==> src/source/joy_pkg.sv <==
`default_nettype none

package joy_pkg;

  // ~~~~~~~~~~~~~~~~~~~~~~~~~~~~~~
  // Converter
  localparam int ADC_BITS     = 12;
  localparam int ADC_CHANNELS = 8;
  localparam int ADC_CFG_BITS = 6;  // S/D, O/S, S1, S0, UNI, SLP.

  typedef logic [ADC_BITS-1:0]             adc_sample_t;
  typedef logic [$clog2(ADC_CHANNELS)-1:0] adc_chan_t;
  typedef logic [ADC_CFG_BITS-1:0]         adc_cfg_t;

  // Single-ended, unipolar, awake. Odd/sign picks the low channel bit.
  function automatic adc_cfg_t adc_cfg_word(adc_chan_t chan);
    return {1'b1, chan[0], chan[2], chan[1], 1'b1, 1'b0};
  endfunction

  // ~~~~~~~~~~~~~~~~~~~~~~~~~~~~~~
  // Keys
  localparam int NUM_KEYS = 5;

  typedef enum logic [2:0] {
    KEY_UP     = 3'd0,
    KEY_RIGHT  = 3'd1,
    KEY_SELECT = 3'd2,
    KEY_DOWN   = 3'd3,
    KEY_LEFT   = 3'd4
  } joy_key_e;

  typedef logic [2:0] key_code_t;

  localparam key_code_t KEY_CODE_UP     = 3'b101;
  localparam key_code_t KEY_CODE_RIGHT  = 3'b011;
  localparam key_code_t KEY_CODE_SELECT = 3'b010;
  localparam key_code_t KEY_CODE_DOWN   = 3'b001;
  localparam key_code_t KEY_CODE_LEFT   = 3'b000;  // 100, 110 and 111 decode to no key.

  // ~~~~~~~~~~~~~~~~~~~~~~~~~~~~~~
  // Ring bus
  typedef logic [31:0] bus_addr_t;
  typedef logic [31:0] bus_data_t;
  typedef logic [3:0]  bus_mask_t;

endpackage

`default_nettype wire

==> src/source/adc_serial_ctrl.sv <==
`timescale 1ns/1ps
`default_nettype none

module adc_serial_ctrl import joy_pkg::*; #(
  parameter int CONV_CYCLES = 8,
  parameter int SCK_DIV     = 2
) (
  input  wire              clk,
  input  wire              i_rst_n,
  input  wire              i_adc_sdo,
  output logic             o_adc_convst,
  output logic             o_adc_sck,
  output logic             o_adc_sdi,
  output logic             o_sample_valid,
  output adc_sample_t      o_sample,
  output adc_chan_t        o_sample_chan
);

  typedef enum logic [1:0] {
    ST_CONV,
    ST_SHIFT,
    ST_DONE
  } state_e;

  localparam int CNT_MAX   = (CONV_CYCLES > SCK_DIV) ? CONV_CYCLES : SCK_DIV;
  localparam int CNT_W     = $clog2(CNT_MAX) + 1;
  localparam int HALF_W    = $clog2(2 * ADC_BITS);
  localparam int HALF_LAST = 2 * ADC_BITS - 1;

  state_e            state;
  logic [CNT_W-1:0]  cnt;        // Clocks within convert or one SCK half.
  logic [HALF_W-1:0] half_cnt;   // SCK half-period, even halves are low.
  adc_chan_t         pend_chan;  // Channel configured in this frame.
  adc_chan_t         read_chan;  // Channel whose result is shifting out.
  logic              running;
  logic              armed;
  adc_cfg_t          cfg_sr;
  adc_sample_t       sample_sr;
  logic              cnt_end;
  logic              sck_rise;
  logic              sck_fall;

  assign cnt_end  = (state == ST_CONV) ? (cnt == CNT_W'(CONV_CYCLES - 1))
                                       : (cnt == CNT_W'(SCK_DIV - 1));
  assign sck_rise = (state == ST_SHIFT) && cnt_end && !half_cnt[0];
  assign sck_fall = (state == ST_SHIFT) && cnt_end && half_cnt[0];

  // ~~~~~~~~~~~~~~~~~~~~~~~~~~~~~~
  // Frame sequencing
  always_ff @(posedge clk or negedge i_rst_n) begin
    if (!i_rst_n) begin
      state     <= ST_DONE;
      cnt       <= '0;
      half_cnt  <= '0;
      pend_chan <= '0;
      read_chan <= '0;
      running   <= 1'b0;
      armed     <= 1'b0;
    end else begin
      case (state)
        ST_CONV: begin
          if (cnt_end) begin
            cnt      <= '0;
            half_cnt <= '0;
            state    <= ST_SHIFT;
          end else begin
            cnt <= cnt + 1'b1;
          end
        end
        ST_SHIFT: begin
          if (cnt_end) begin
            cnt <= '0;
            if (half_cnt == HALF_W'(HALF_LAST)) begin
              state <= ST_DONE;
            end else begin
              half_cnt <= half_cnt + 1'b1;
            end
          end else begin
            cnt <= cnt + 1'b1;
          end
        end
        default: begin
          // Idle clock. The first one after reset only starts the scan.
          cnt     <= '0;
          state   <= ST_CONV;
          running <= 1'b1;
          if (running) begin
            read_chan <= pend_chan;
            armed     <= 1'b1;  // From now on a configured channel is pending.
            if (pend_chan == adc_chan_t'(ADC_CHANNELS - 1)) begin
              pend_chan <= '0;
            end else begin
              pend_chan <= pend_chan + 1'b1;
            end
          end
        end
      endcase
    end
  end

  // ~~~~~~~~~~~~~~~~~~~~~~~~~~~~~~
  // Serial data
  always_ff @(posedge clk) begin
    if ((state == ST_CONV) && cnt_end) begin
      cfg_sr <= adc_cfg_word(pend_chan);  // First bit is out as CONVST falls.
    end else if (sck_fall) begin
      cfg_sr <= {cfg_sr[ADC_CFG_BITS-2:0], 1'b0};
    end
    if (sck_rise) begin
      sample_sr <= {sample_sr[ADC_BITS-2:0], i_adc_sdo};  // MSB first.
    end
  end

  assign o_adc_convst   = (state == ST_CONV);
  assign o_adc_sck      = (state == ST_SHIFT) && half_cnt[0];
  assign o_adc_sdi      = (state == ST_SHIFT) && cfg_sr[ADC_CFG_BITS-1];
  assign o_sample_valid = (state == ST_DONE) && armed;
  assign o_sample       = sample_sr;
  assign o_sample_chan  = read_chan;

  ast_convst_sck: assert property (
    @(posedge clk) disable iff (!i_rst_n)
    !(o_adc_convst && o_adc_sck)
  ) else $error("CONVST and SCK are high together");

  ast_valid_pulse: assert property (
    @(posedge clk) disable iff (!i_rst_n)
    o_sample_valid |=> !o_sample_valid
  ) else $error("Sample valid held for more than one clock");

endmodule

`default_nettype wire

==> src/source/joy_ring_tap.sv <==
`timescale 1ns/1ps
`default_nettype none

module joy_ring_tap import joy_pkg::*; #(
  parameter int        SIZE        = 3,
  parameter bus_addr_t ADDR_BASE   = 32'h0000_0100,
  parameter int        JOY_CHANNEL = 3
) (
  input  wire              clk,
  input  wire              i_rst_n,
  input  wire              i_sample_valid,
  input  wire adc_sample_t i_sample,
  input  wire adc_chan_t   i_sample_chan,
  input  wire              i_bus_req,
  input  wire              i_bus_ack,
  input  wire              i_bus_write,
  input  wire bus_addr_t   i_bus_addr,
  input  wire bus_data_t   i_bus_data,
  input  wire bus_mask_t   i_bus_rd_mask,
  input  wire bus_mask_t   i_bus_wr_mask,
  output logic             o_bus_req,
  output logic             o_bus_ack,
  output logic             o_bus_write,
  output bus_addr_t        o_bus_addr,
  output bus_data_t        o_bus_data,
  output bus_mask_t        o_bus_rd_mask,
  output bus_mask_t        o_bus_wr_mask
);

  localparam bus_addr_t ADDR_LAST = ADDR_BASE + bus_addr_t'(4 * (2 ** SIZE)) - 1;

  logic [NUM_KEYS-1:0] keys;
  logic [NUM_KEYS-1:0] keys_next;
  key_code_t           key_code;
  bus_addr_t           offset;
  logic [SIZE-1:0]     word_idx;
  logic                hit;
  logic                rd_bit;

  // ~~~~~~~~~~~~~~~~~~~~~~~~~~~~~~
  // Key decode
  assign key_code = i_sample[ADC_BITS-1 -: 3];

  always_comb begin
    keys_next = '0;
    case (key_code)
      KEY_CODE_UP:     keys_next[KEY_UP]     = 1'b1;
      KEY_CODE_RIGHT:  keys_next[KEY_RIGHT]  = 1'b1;
      KEY_CODE_SELECT: keys_next[KEY_SELECT] = 1'b1;
      KEY_CODE_DOWN:   keys_next[KEY_DOWN]   = 1'b1;
      KEY_CODE_LEFT:   keys_next[KEY_LEFT]   = 1'b1;
      default:         keys_next = '0;  // Ladder between positions.
    endcase
  end

  always_ff @(posedge clk or negedge i_rst_n) begin
    if (!i_rst_n) begin
      keys <= '0;
    end else if (i_sample_valid && (i_sample_chan == adc_chan_t'(JOY_CHANNEL))) begin
      keys <= keys_next;
    end
  end

  // ~~~~~~~~~~~~~~~~~~~~~~~~~~~~~~
  // Register window
  assign hit      = i_bus_req && (i_bus_addr >= ADDR_BASE) && (i_bus_addr <= ADDR_LAST);
  assign offset   = i_bus_addr - ADDR_BASE;
  assign word_idx = offset[SIZE+1:2];  // One key per word.

  always_comb begin
    rd_bit = 1'b0;  // Words past the last key read zero.
    for (int k = 0; k < NUM_KEYS; k++) begin
      if (int'(word_idx) == k) begin
        rd_bit = keys[k];
      end
    end
  end

  always_ff @(posedge clk or negedge i_rst_n) begin
    if (!i_rst_n) begin
      o_bus_req     <= 1'b0;
      o_bus_ack     <= 1'b0;
      o_bus_write   <= 1'b0;
      o_bus_addr    <= '0;
      o_bus_data    <= '0;
      o_bus_rd_mask <= '0;
      o_bus_wr_mask <= '0;
    end else begin
      o_bus_write   <= i_bus_write;
      o_bus_addr    <= i_bus_addr;
      o_bus_rd_mask <= i_bus_rd_mask;
      o_bus_wr_mask <= i_bus_wr_mask;
      if (hit) begin
        o_bus_req  <= 1'b0;  // Taken off the ring.
        o_bus_ack  <= 1'b1;
        o_bus_data <= bus_data_t'(rd_bit);  // Writes answered the same way.
      end else begin
        o_bus_req  <= i_bus_req;
        o_bus_ack  <= i_bus_ack;
        o_bus_data <= i_bus_data;
      end
    end
  end

  ast_hit_answer: assert property (
    @(posedge clk) disable iff (!i_rst_n)
    hit |=> (o_bus_ack && !o_bus_req)
  ) else $error("Window hit not answered on the next cycle");

endmodule

`default_nettype wire

==> src/source/joystick.sv <==
`timescale 1ns/1ps
`default_nettype none

module joystick import joy_pkg::*; #(
  parameter int        SIZE        = 3,
  parameter bus_addr_t ADDR_BASE   = 32'h0000_0100,
  parameter int        JOY_CHANNEL = 3,
  parameter int        CONV_CYCLES = 8,
  parameter int        SCK_DIV     = 2
) (
  input  wire            clk,
  input  wire            i_rst_n,
  // ~~~~~~~~~~~~~~~~~~~~~~~~~~~~~~
  // ADC pins
  output logic           o_adc_convst,
  output logic           o_adc_sck,
  output logic           o_adc_sdi,
  input  wire            i_adc_sdo,
  // ~~~~~~~~~~~~~~~~~~~~~~~~~~~~~~
  // Ring bus
  input  wire            i_bus_req,
  input  wire            i_bus_ack,
  input  wire            i_bus_write,
  input  wire bus_addr_t i_bus_addr,
  input  wire bus_data_t i_bus_data,
  input  wire bus_mask_t i_bus_rd_mask,
  input  wire bus_mask_t i_bus_wr_mask,
  output logic           o_bus_req,
  output logic           o_bus_ack,
  output logic           o_bus_write,
  output bus_addr_t      o_bus_addr,
  output bus_data_t      o_bus_data,
  output bus_mask_t      o_bus_rd_mask,
  output bus_mask_t      o_bus_wr_mask
);

  logic        sample_valid;
  adc_sample_t sample;
  adc_chan_t   sample_chan;

  adc_serial_ctrl #(
    .CONV_CYCLES (CONV_CYCLES),
    .SCK_DIV     (SCK_DIV)
  ) u_adc (
    .clk            (clk),
    .i_rst_n        (i_rst_n),
    .i_adc_sdo      (i_adc_sdo),
    .o_adc_convst   (o_adc_convst),
    .o_adc_sck      (o_adc_sck),
    .o_adc_sdi      (o_adc_sdi),
    .o_sample_valid (sample_valid),
    .o_sample       (sample),
    .o_sample_chan  (sample_chan)
  );

  joy_ring_tap #(
    .SIZE        (SIZE),
    .ADDR_BASE   (ADDR_BASE),
    .JOY_CHANNEL (JOY_CHANNEL)
  ) u_tap (
    .clk            (clk),
    .i_rst_n        (i_rst_n),
    .i_sample_valid (sample_valid),
    .i_sample       (sample),
    .i_sample_chan  (sample_chan),
    .i_bus_req      (i_bus_req),
    .i_bus_ack      (i_bus_ack),
    .i_bus_write    (i_bus_write),
    .i_bus_addr     (i_bus_addr),
    .i_bus_data     (i_bus_data),
    .i_bus_rd_mask  (i_bus_rd_mask),
    .i_bus_wr_mask  (i_bus_wr_mask),
    .o_bus_req      (o_bus_req),
    .o_bus_ack      (o_bus_ack),
    .o_bus_write    (o_bus_write),
    .o_bus_addr     (o_bus_addr),
    .o_bus_data     (o_bus_data),
    .o_bus_rd_mask  (o_bus_rd_mask),
    .o_bus_wr_mask  (o_bus_wr_mask)
  );

endmodule

`default_nettype wire

==> config.mk <==
export PLATFORM = sky130hd
export DESIGN_NAME = joystick
export DESIGN_NICKNAME = d
export VERILOG_FILES = /design/src/source/joy_pkg.sv /design/src/source/adc_serial_ctrl.sv /design/src/source/joy_ring_tap.sv /design/src/source/joystick.sv
export SDC_FILE = /design/constraint.sdc
export NUM_CORES = 1
export LEC_CHECK = 0
export BUFFER_PORTS_ARGS = -buffer_cell sky130_fd_sc_hd__buf_2
export CAP_MARGIN = 10
export CORE_ASPECT_RATIO = 1.25
export CORE_MARGIN = 5
export CORE_UTILIZATION = 35
export CTS_BUF_LIST = sky130_fd_sc_hd__clkbuf_4 sky130_fd_sc_hd__clkbuf_8 sky130_fd_sc_hd__clkbuf_16
export DETAILED_ROUTE_END_ITERATION = 8
export PLACE_DENSITY_LB_ADDON = 0.3
export SYNTH_ARGS = -nofsm -noshare
export SYNTH_HDL_FRONTEND = slang
export SYNTH_SLANG_ARGS = --single-unit
==> constraint.sdc <==
create_clock -name clk -period 3 [get_ports clk]
set_clock_uncertainty 0.2 [all_clocks]
set_input_delay 0.9 -clock clk [delete_from_list [all_inputs] [get_ports clk]]
set_output_delay 0.9 -clock clk [all_outputs]
set_load 0.01 [all_outputs]
* Word-level counts from Yosys, hierarchy flattened
Cells that the tools add are included.
** Storage, ports and cells
- Flip-flop bits (word level) :: 116
- Latch bits :: 0
- RAM bits :: 0
- ROM bits :: 0
- Input bits :: 78
- Output and inout bits :: 78
- Word-level logic and storage cells :: 91
- Memories kept :: 0
** Operators by class
- Add/subtract/negate cells :: 4
- $mul :: 0
- Divide/modulo/power cells :: 0
- $lt $le $gt $ge :: 2
- Eq/ne operators :: 19
- Shift operators :: 0
- Multiplexer cells :: 27
- Bitwise gates (word level) :: 1
- Reductions and logical operators :: 20
** Operator list (number)
- $ge A32 B9 Y1 const B :: 1
- $le A32 B9 Y1 const B :: 1
- $mux W32 :: 1
- $mux W5 :: 5
- $eq A3 B3 Y1 const B :: 5
- $mux W1 :: 13
- $eq A3 B2 Y1 const B :: 4
- $logic_and A1 B1 Y1 :: 10
- $pmux W5 S2 :: 1
- $mux W4 :: 2
- $logic_not A3 Y1 :: 2
- $mux W2 :: 3
- $ne A2 B1 Y1 const B :: 3
- $add A5 B1 Y5 const B :: 1
- $eq A5 B5 Y1 const B :: 1
- $sub A5 B1 Y5 const B :: 1
- $add A4 B1 Y4 const B :: 1
- $eq A4 B1 Y1 const B :: 1
- $eq A4 B3 Y1 const B :: 1
- $pmux W2 S2 :: 1
- $reduce_and A4 Y1 :: 1
- $reduce_bool A2 Y1 :: 2
- $add A3 B1 Y3 const B :: 1
- $eq A3 B1 Y1 const B :: 1
- 10 further kinds :: 10

* Depth between registers and ports, before layout
- Depth after elaboration :: 8
- Gate-level depth with buffers :: 6
- Gate-level depth less buffers :: 5

* Cells and area by module
A second synthesis with hierarchy kept.
** Unflattened totals
- Cell total of the unflattened synthesis :: 272
- Area, all modules :: 3967.6 sq um
** Modules (own cells, without submodules)
- joy_ring_tap :: instances 1, cells an instance 150, area each 2442.3 sq um
- adc_serial_ctrl :: instances 1, cells an instance 122, area each 1525.2 sq um

* Worst setup path before layout
OpenSTA, ideal clock, no wires.
- Path kind :: input -> register
- Start point :: input i_bus_addr[12]
- End point :: register u_tap.o_bus_ack
- Arrival time :: 2.015 ns
- Path slack :: 0.722 ns
- Cell stages on the path :: 5
- Path through :: nor4b_1 > nand4_1 > nor2_1 > clkbuf_1 > or2_2
** On the way
- Longest elaborated chain between the ends :: 4
** RTL lines
- start: declaration :: line joystick.sv:24 : input wire bus_addr_t i_bus_addr,
- $ge A32 B9 Y1 :: line joy_ring_tap.sv:66 : assign hit = i_bus_req && (i_bus_addr >= ADDR_BASE) && (i_bus_addr <= ADDR_LAST);
- $logic_and A1 B1 Y1 :: line joy_ring_tap.sv:66
- $logic_and A1 B1 Y1 (*) :: line joy_ring_tap.sv:66
- $mux W1 (*) :: line joy_ring_tap.sv:93 : if (hit) begin
- end signal: assignment :: line joy_ring_tap.sv:99 : o_bus_ack <= i_bus_ack;
- end: declaration :: line joy_ring_tap.sv:22 : output logic o_bus_ack,
Mark *: on every way between the ends. The rest lies on a longest branch, timed or not.
A chain may end at the register's enable or synchronous reset.

* Worst setup path in the final report
- Start point :: register u_adc.state[0]
- End point :: output o_adc_sdi
** On the way
- Longest elaborated chain between the ends :: 2
** RTL lines
- start: declaration :: line adc_serial_ctrl.sv:30 : state_e state;
- start signal: assignment :: line adc_serial_ctrl.sv:52 : state <= ST_DONE;
- start signal: assignment :: line adc_serial_ctrl.sv:65 : state <= ST_SHIFT;
- start signal: assignment :: line adc_serial_ctrl.sv:74 : state <= ST_DONE;
- $eq A2 B1 Y1 :: line adc_serial_ctrl.sv:116 : assign o_adc_sdi = (state == ST_SHIFT) && cfg_sr[ADC_CFG_BITS-1];
- $logic_and A1 B1 Y1 :: line adc_serial_ctrl.sv:116
- end: declaration :: line joystick.sv:17 : output logic o_adc_sdi,
Every way passes these cells.

==> flow_metrics.env <==
export IMPL_outcome="finished, final reports clean"
export IMPL_worstSkewPairLatency_ns=0.40
export IMPL_fin_nets=527
export IMPL_p_leak_nw=2.70
export IMPL_grt_pass1_vias=2987
export IMPL_vias_per_cell=4.59
export IMPL_async_reset_ff_frac=0.853
export IMPL_post_route_drc_count=0
export IMPL_io_pin_count=156
export IMPL_cts_max_level=4
export IMPL_grt_ovfl_total=0
export IMPL_tns_ns=0
export IMPL_grt_max_degree=45
export IMPL_wl_per_cell_um=15.5
export IMPL_synth_edf_count=15
export IMPL_hold_viol=0
export IMPL_pre_cts_ws_ns=0.213
export IMPL_timing_final_ws_setup_ns=0.386
export IMPL_clk_path_buf_depth=2
export IMPL_slew_viol_final=0
export IMPL_rows=43
export IMPL_p_per_area_nw_per_um2=705
export IMPL_crit_arrival_ns=1.51
export IMPL_num_vias=2719
export IMPL_cp_start_kind="flop"
export IMPL_synth_top_cells_by_count="98 x dfrtp_1, 34 x nor2b_1, 15 x edfxtp_1"
export IMPL_dp_cells=561
export IMPL_synth_seq_cells=116
export IMPL_final_cell_area_um2=5550
export IMPL_die_h_um=129
export IMPL_yosysWarnings=0
export IMPL_synth_area_leaders="dfrtp_1 62%, edfxtp_1 11%, nor2b_1 5.4%"
export IMPL_synth_flop_cell="dfrtp_1"
export IMPL_initial_core_util=0.356
export IMPL_syn_to_final_growth_pct=40.7
export IMPL_placed_cell_area_um2=4930
export IMPL_relSlewSlack=0.607
export IMPL_ys_seq_area_frac=0.753
export IMPL_peakVddDrop_uv=355
export IMPL_diodes=0
export IMPL_r2r_cells=4
export IMPL_rsz0062_at_grt="no"
export IMPL_hpwl_um=7010
export IMPL_port_buffers=155
export IMPL_synth_most_common_cell="dfrtp_1"
export IMPL_worstPathMaxFanout=13
export IMPL_syn_nets=352
export IMPL_drv_cap=0
export IMPL_multiInputGateArea_um2=907
export IMPL_grt_pass1_wl_um=14800
export IMPL_synthesis_area_um2=3950
export IMPL_grt_usage=0.142
export IMPL_syn_inst=270
export IMPL_drt_iter0_markers=56
export IMPL_clkTransAtPathRegs_ns=0.06
export IMPL_cts_resized=0
export IMPL_cts_buffers=17
export IMPL_cts_sinks=116
export IMPL_fin_cells=593
export IMPL_hold_path_depth=0
export IMPL_yosysTopAreaCell="dfrtp_1"
export IMPL_yosysTopAreaCellShare=0.622
export IMPL_fin_crit_sh=0.871
export IMPL_hp_class="flop to flop"
export IMPL_holdBufCountCts=0
export IMPL_fin_crit_ns=2.61
export IMPL_power_mw=3.91
export IMPL_routed_wl_um=9210
export IMPL_critical_path_class="flop to primary output"
export IMPL_die_w_um=105
export IMPL_fin_util=0.501
export IMPL_finalWeightedCongestion=0.730
export IMPL_drive_above_1_share=0.461
export IMPL_first_pass_iters=4
export IMPL_antenna_left=0
export IMPL_hold_ws_ns=0.212
export IMPL_ff_latch_area_um2=2970
export IMPL_root_buffer="clkbuf_16"
export IMPL_cp_required_ns=1.90
export IMPL_antenna_found_initial=0
export IMPL_core_area_um2=11100
export IMPL_cts_setup_buffers=0
export IMPL_tightest_slew_ns=0.590
export IMPL_clock_fmax_mhz=383
export IMPL_die_area_um2=13500
export IMPL_synth_avg_cell_area_um2=14.6
export IMPL_cp_end_kind="primary output"
export IMPL_fill_cells=1008
export IMPL_setup_viol=0
export IMPL_cts_tree="yes"
export IMPL_synth_distinct_cells=40
-- state kept, by name, summed over array words and instances (netlist names) --
| signal | count |
|---|---|
| u_tap.o_bus_req | 1 |
| u_adc.armed | 1 |
| u_adc.pend_chan | 3 |
| u_tap.o_bus_rd_mask | 4 |
| u_adc.state | 2 |
| u_adc.o_sample_chan | 3 |
| u_adc.cnt | 4 |
| u_adc.cfg_sr | 5 |
| u_tap.o_bus_addr | 32 |
| u_tap.o_bus_ack | 1 |
| u_adc.running | 1 |
| u_tap.o_bus_write | 1 |
| u_adc.o_sample | 12 |
| u_tap.o_bus_wr_mask | 4 |
| u_adc.half_cnt | 5 |
| u_tap.o_bus_data | 32 |
| u_tap.keys | 5 |
-- worst paths after layout --
path                                    from              endpoint  slack, ns
hold reg to reg            u_adc.o_sample[4]     u_adc.o_sample[5]       0.21
max in group asynchronous            i_rst_n  u_tap.o_bus_data[24]       1.68
setup / recovery              u_adc.state[0]             o_adc_sdi       0.39
min in group asynchronous            i_rst_n          u_adc.cnt[3]       0.30
setup reg to reg              u_adc.state[0]     u_adc.half_cnt[3]       0.66
hold / removal             u_adc.o_sample[4]     u_adc.o_sample[5]       0.21
-- cells in the final DEF (no fill, tap or decap), drive strengths merged, types with 4 or more instances in the layout --
cell type and n:
ha 4, inv 9, clkbuf 20, nor2 11, nor3 5, a21oi 7
nand3 8, nand4b 4, o21ai 5, mux2 8, clkinv 5, edfxtp 15
nor2b 34, nor4 6, dfrtp 98, buf 163, nand2 12
-- layer usage --
metal  part of all wire  up-vias  GRT usage
met4              0.016        0     0.0617
met1               0.39     1329      0.161
li1                   -     1287          -
met3              0.068       11     0.0587
met2               0.53       92      0.238
met5                  0        -          0
-- logic make-up after synthesis --
logic type,synth area share
compound gates,0.0381
xor+xnor,0.00444
fa+ha+maj,0.0127
buf+inv,0.0181
flops,0.753
mux,0.0254
simple gates,0.149
-- worst max-delay path, stage by stage, from the launching register on --
cell,delay (ns)
dfrtp_1,0.58
nor2b_1,0.24
and2_1,0.16
buf_2,0.13
-- final cells by class --
cell class	count	share of cell area
sequential	116	0.535
multi-input combinational	139	0.163
timing repair buffer	163	0.153
clock inverter	12	0.0273
inverter	8	0.00541
tap	135	0.0304
clock buffer	20	0.0850
-- report_power, final --
group	switching (mW)	total, mW	leakage, nW	internal, mW
combinational	0.103	0.191	1.05	0.0874
clock	0.685	2.07	0.301	1.38
sequential	0.0135	1.66	1.35	1.64
Note: power is estimated with default switching activity, not from simulation.
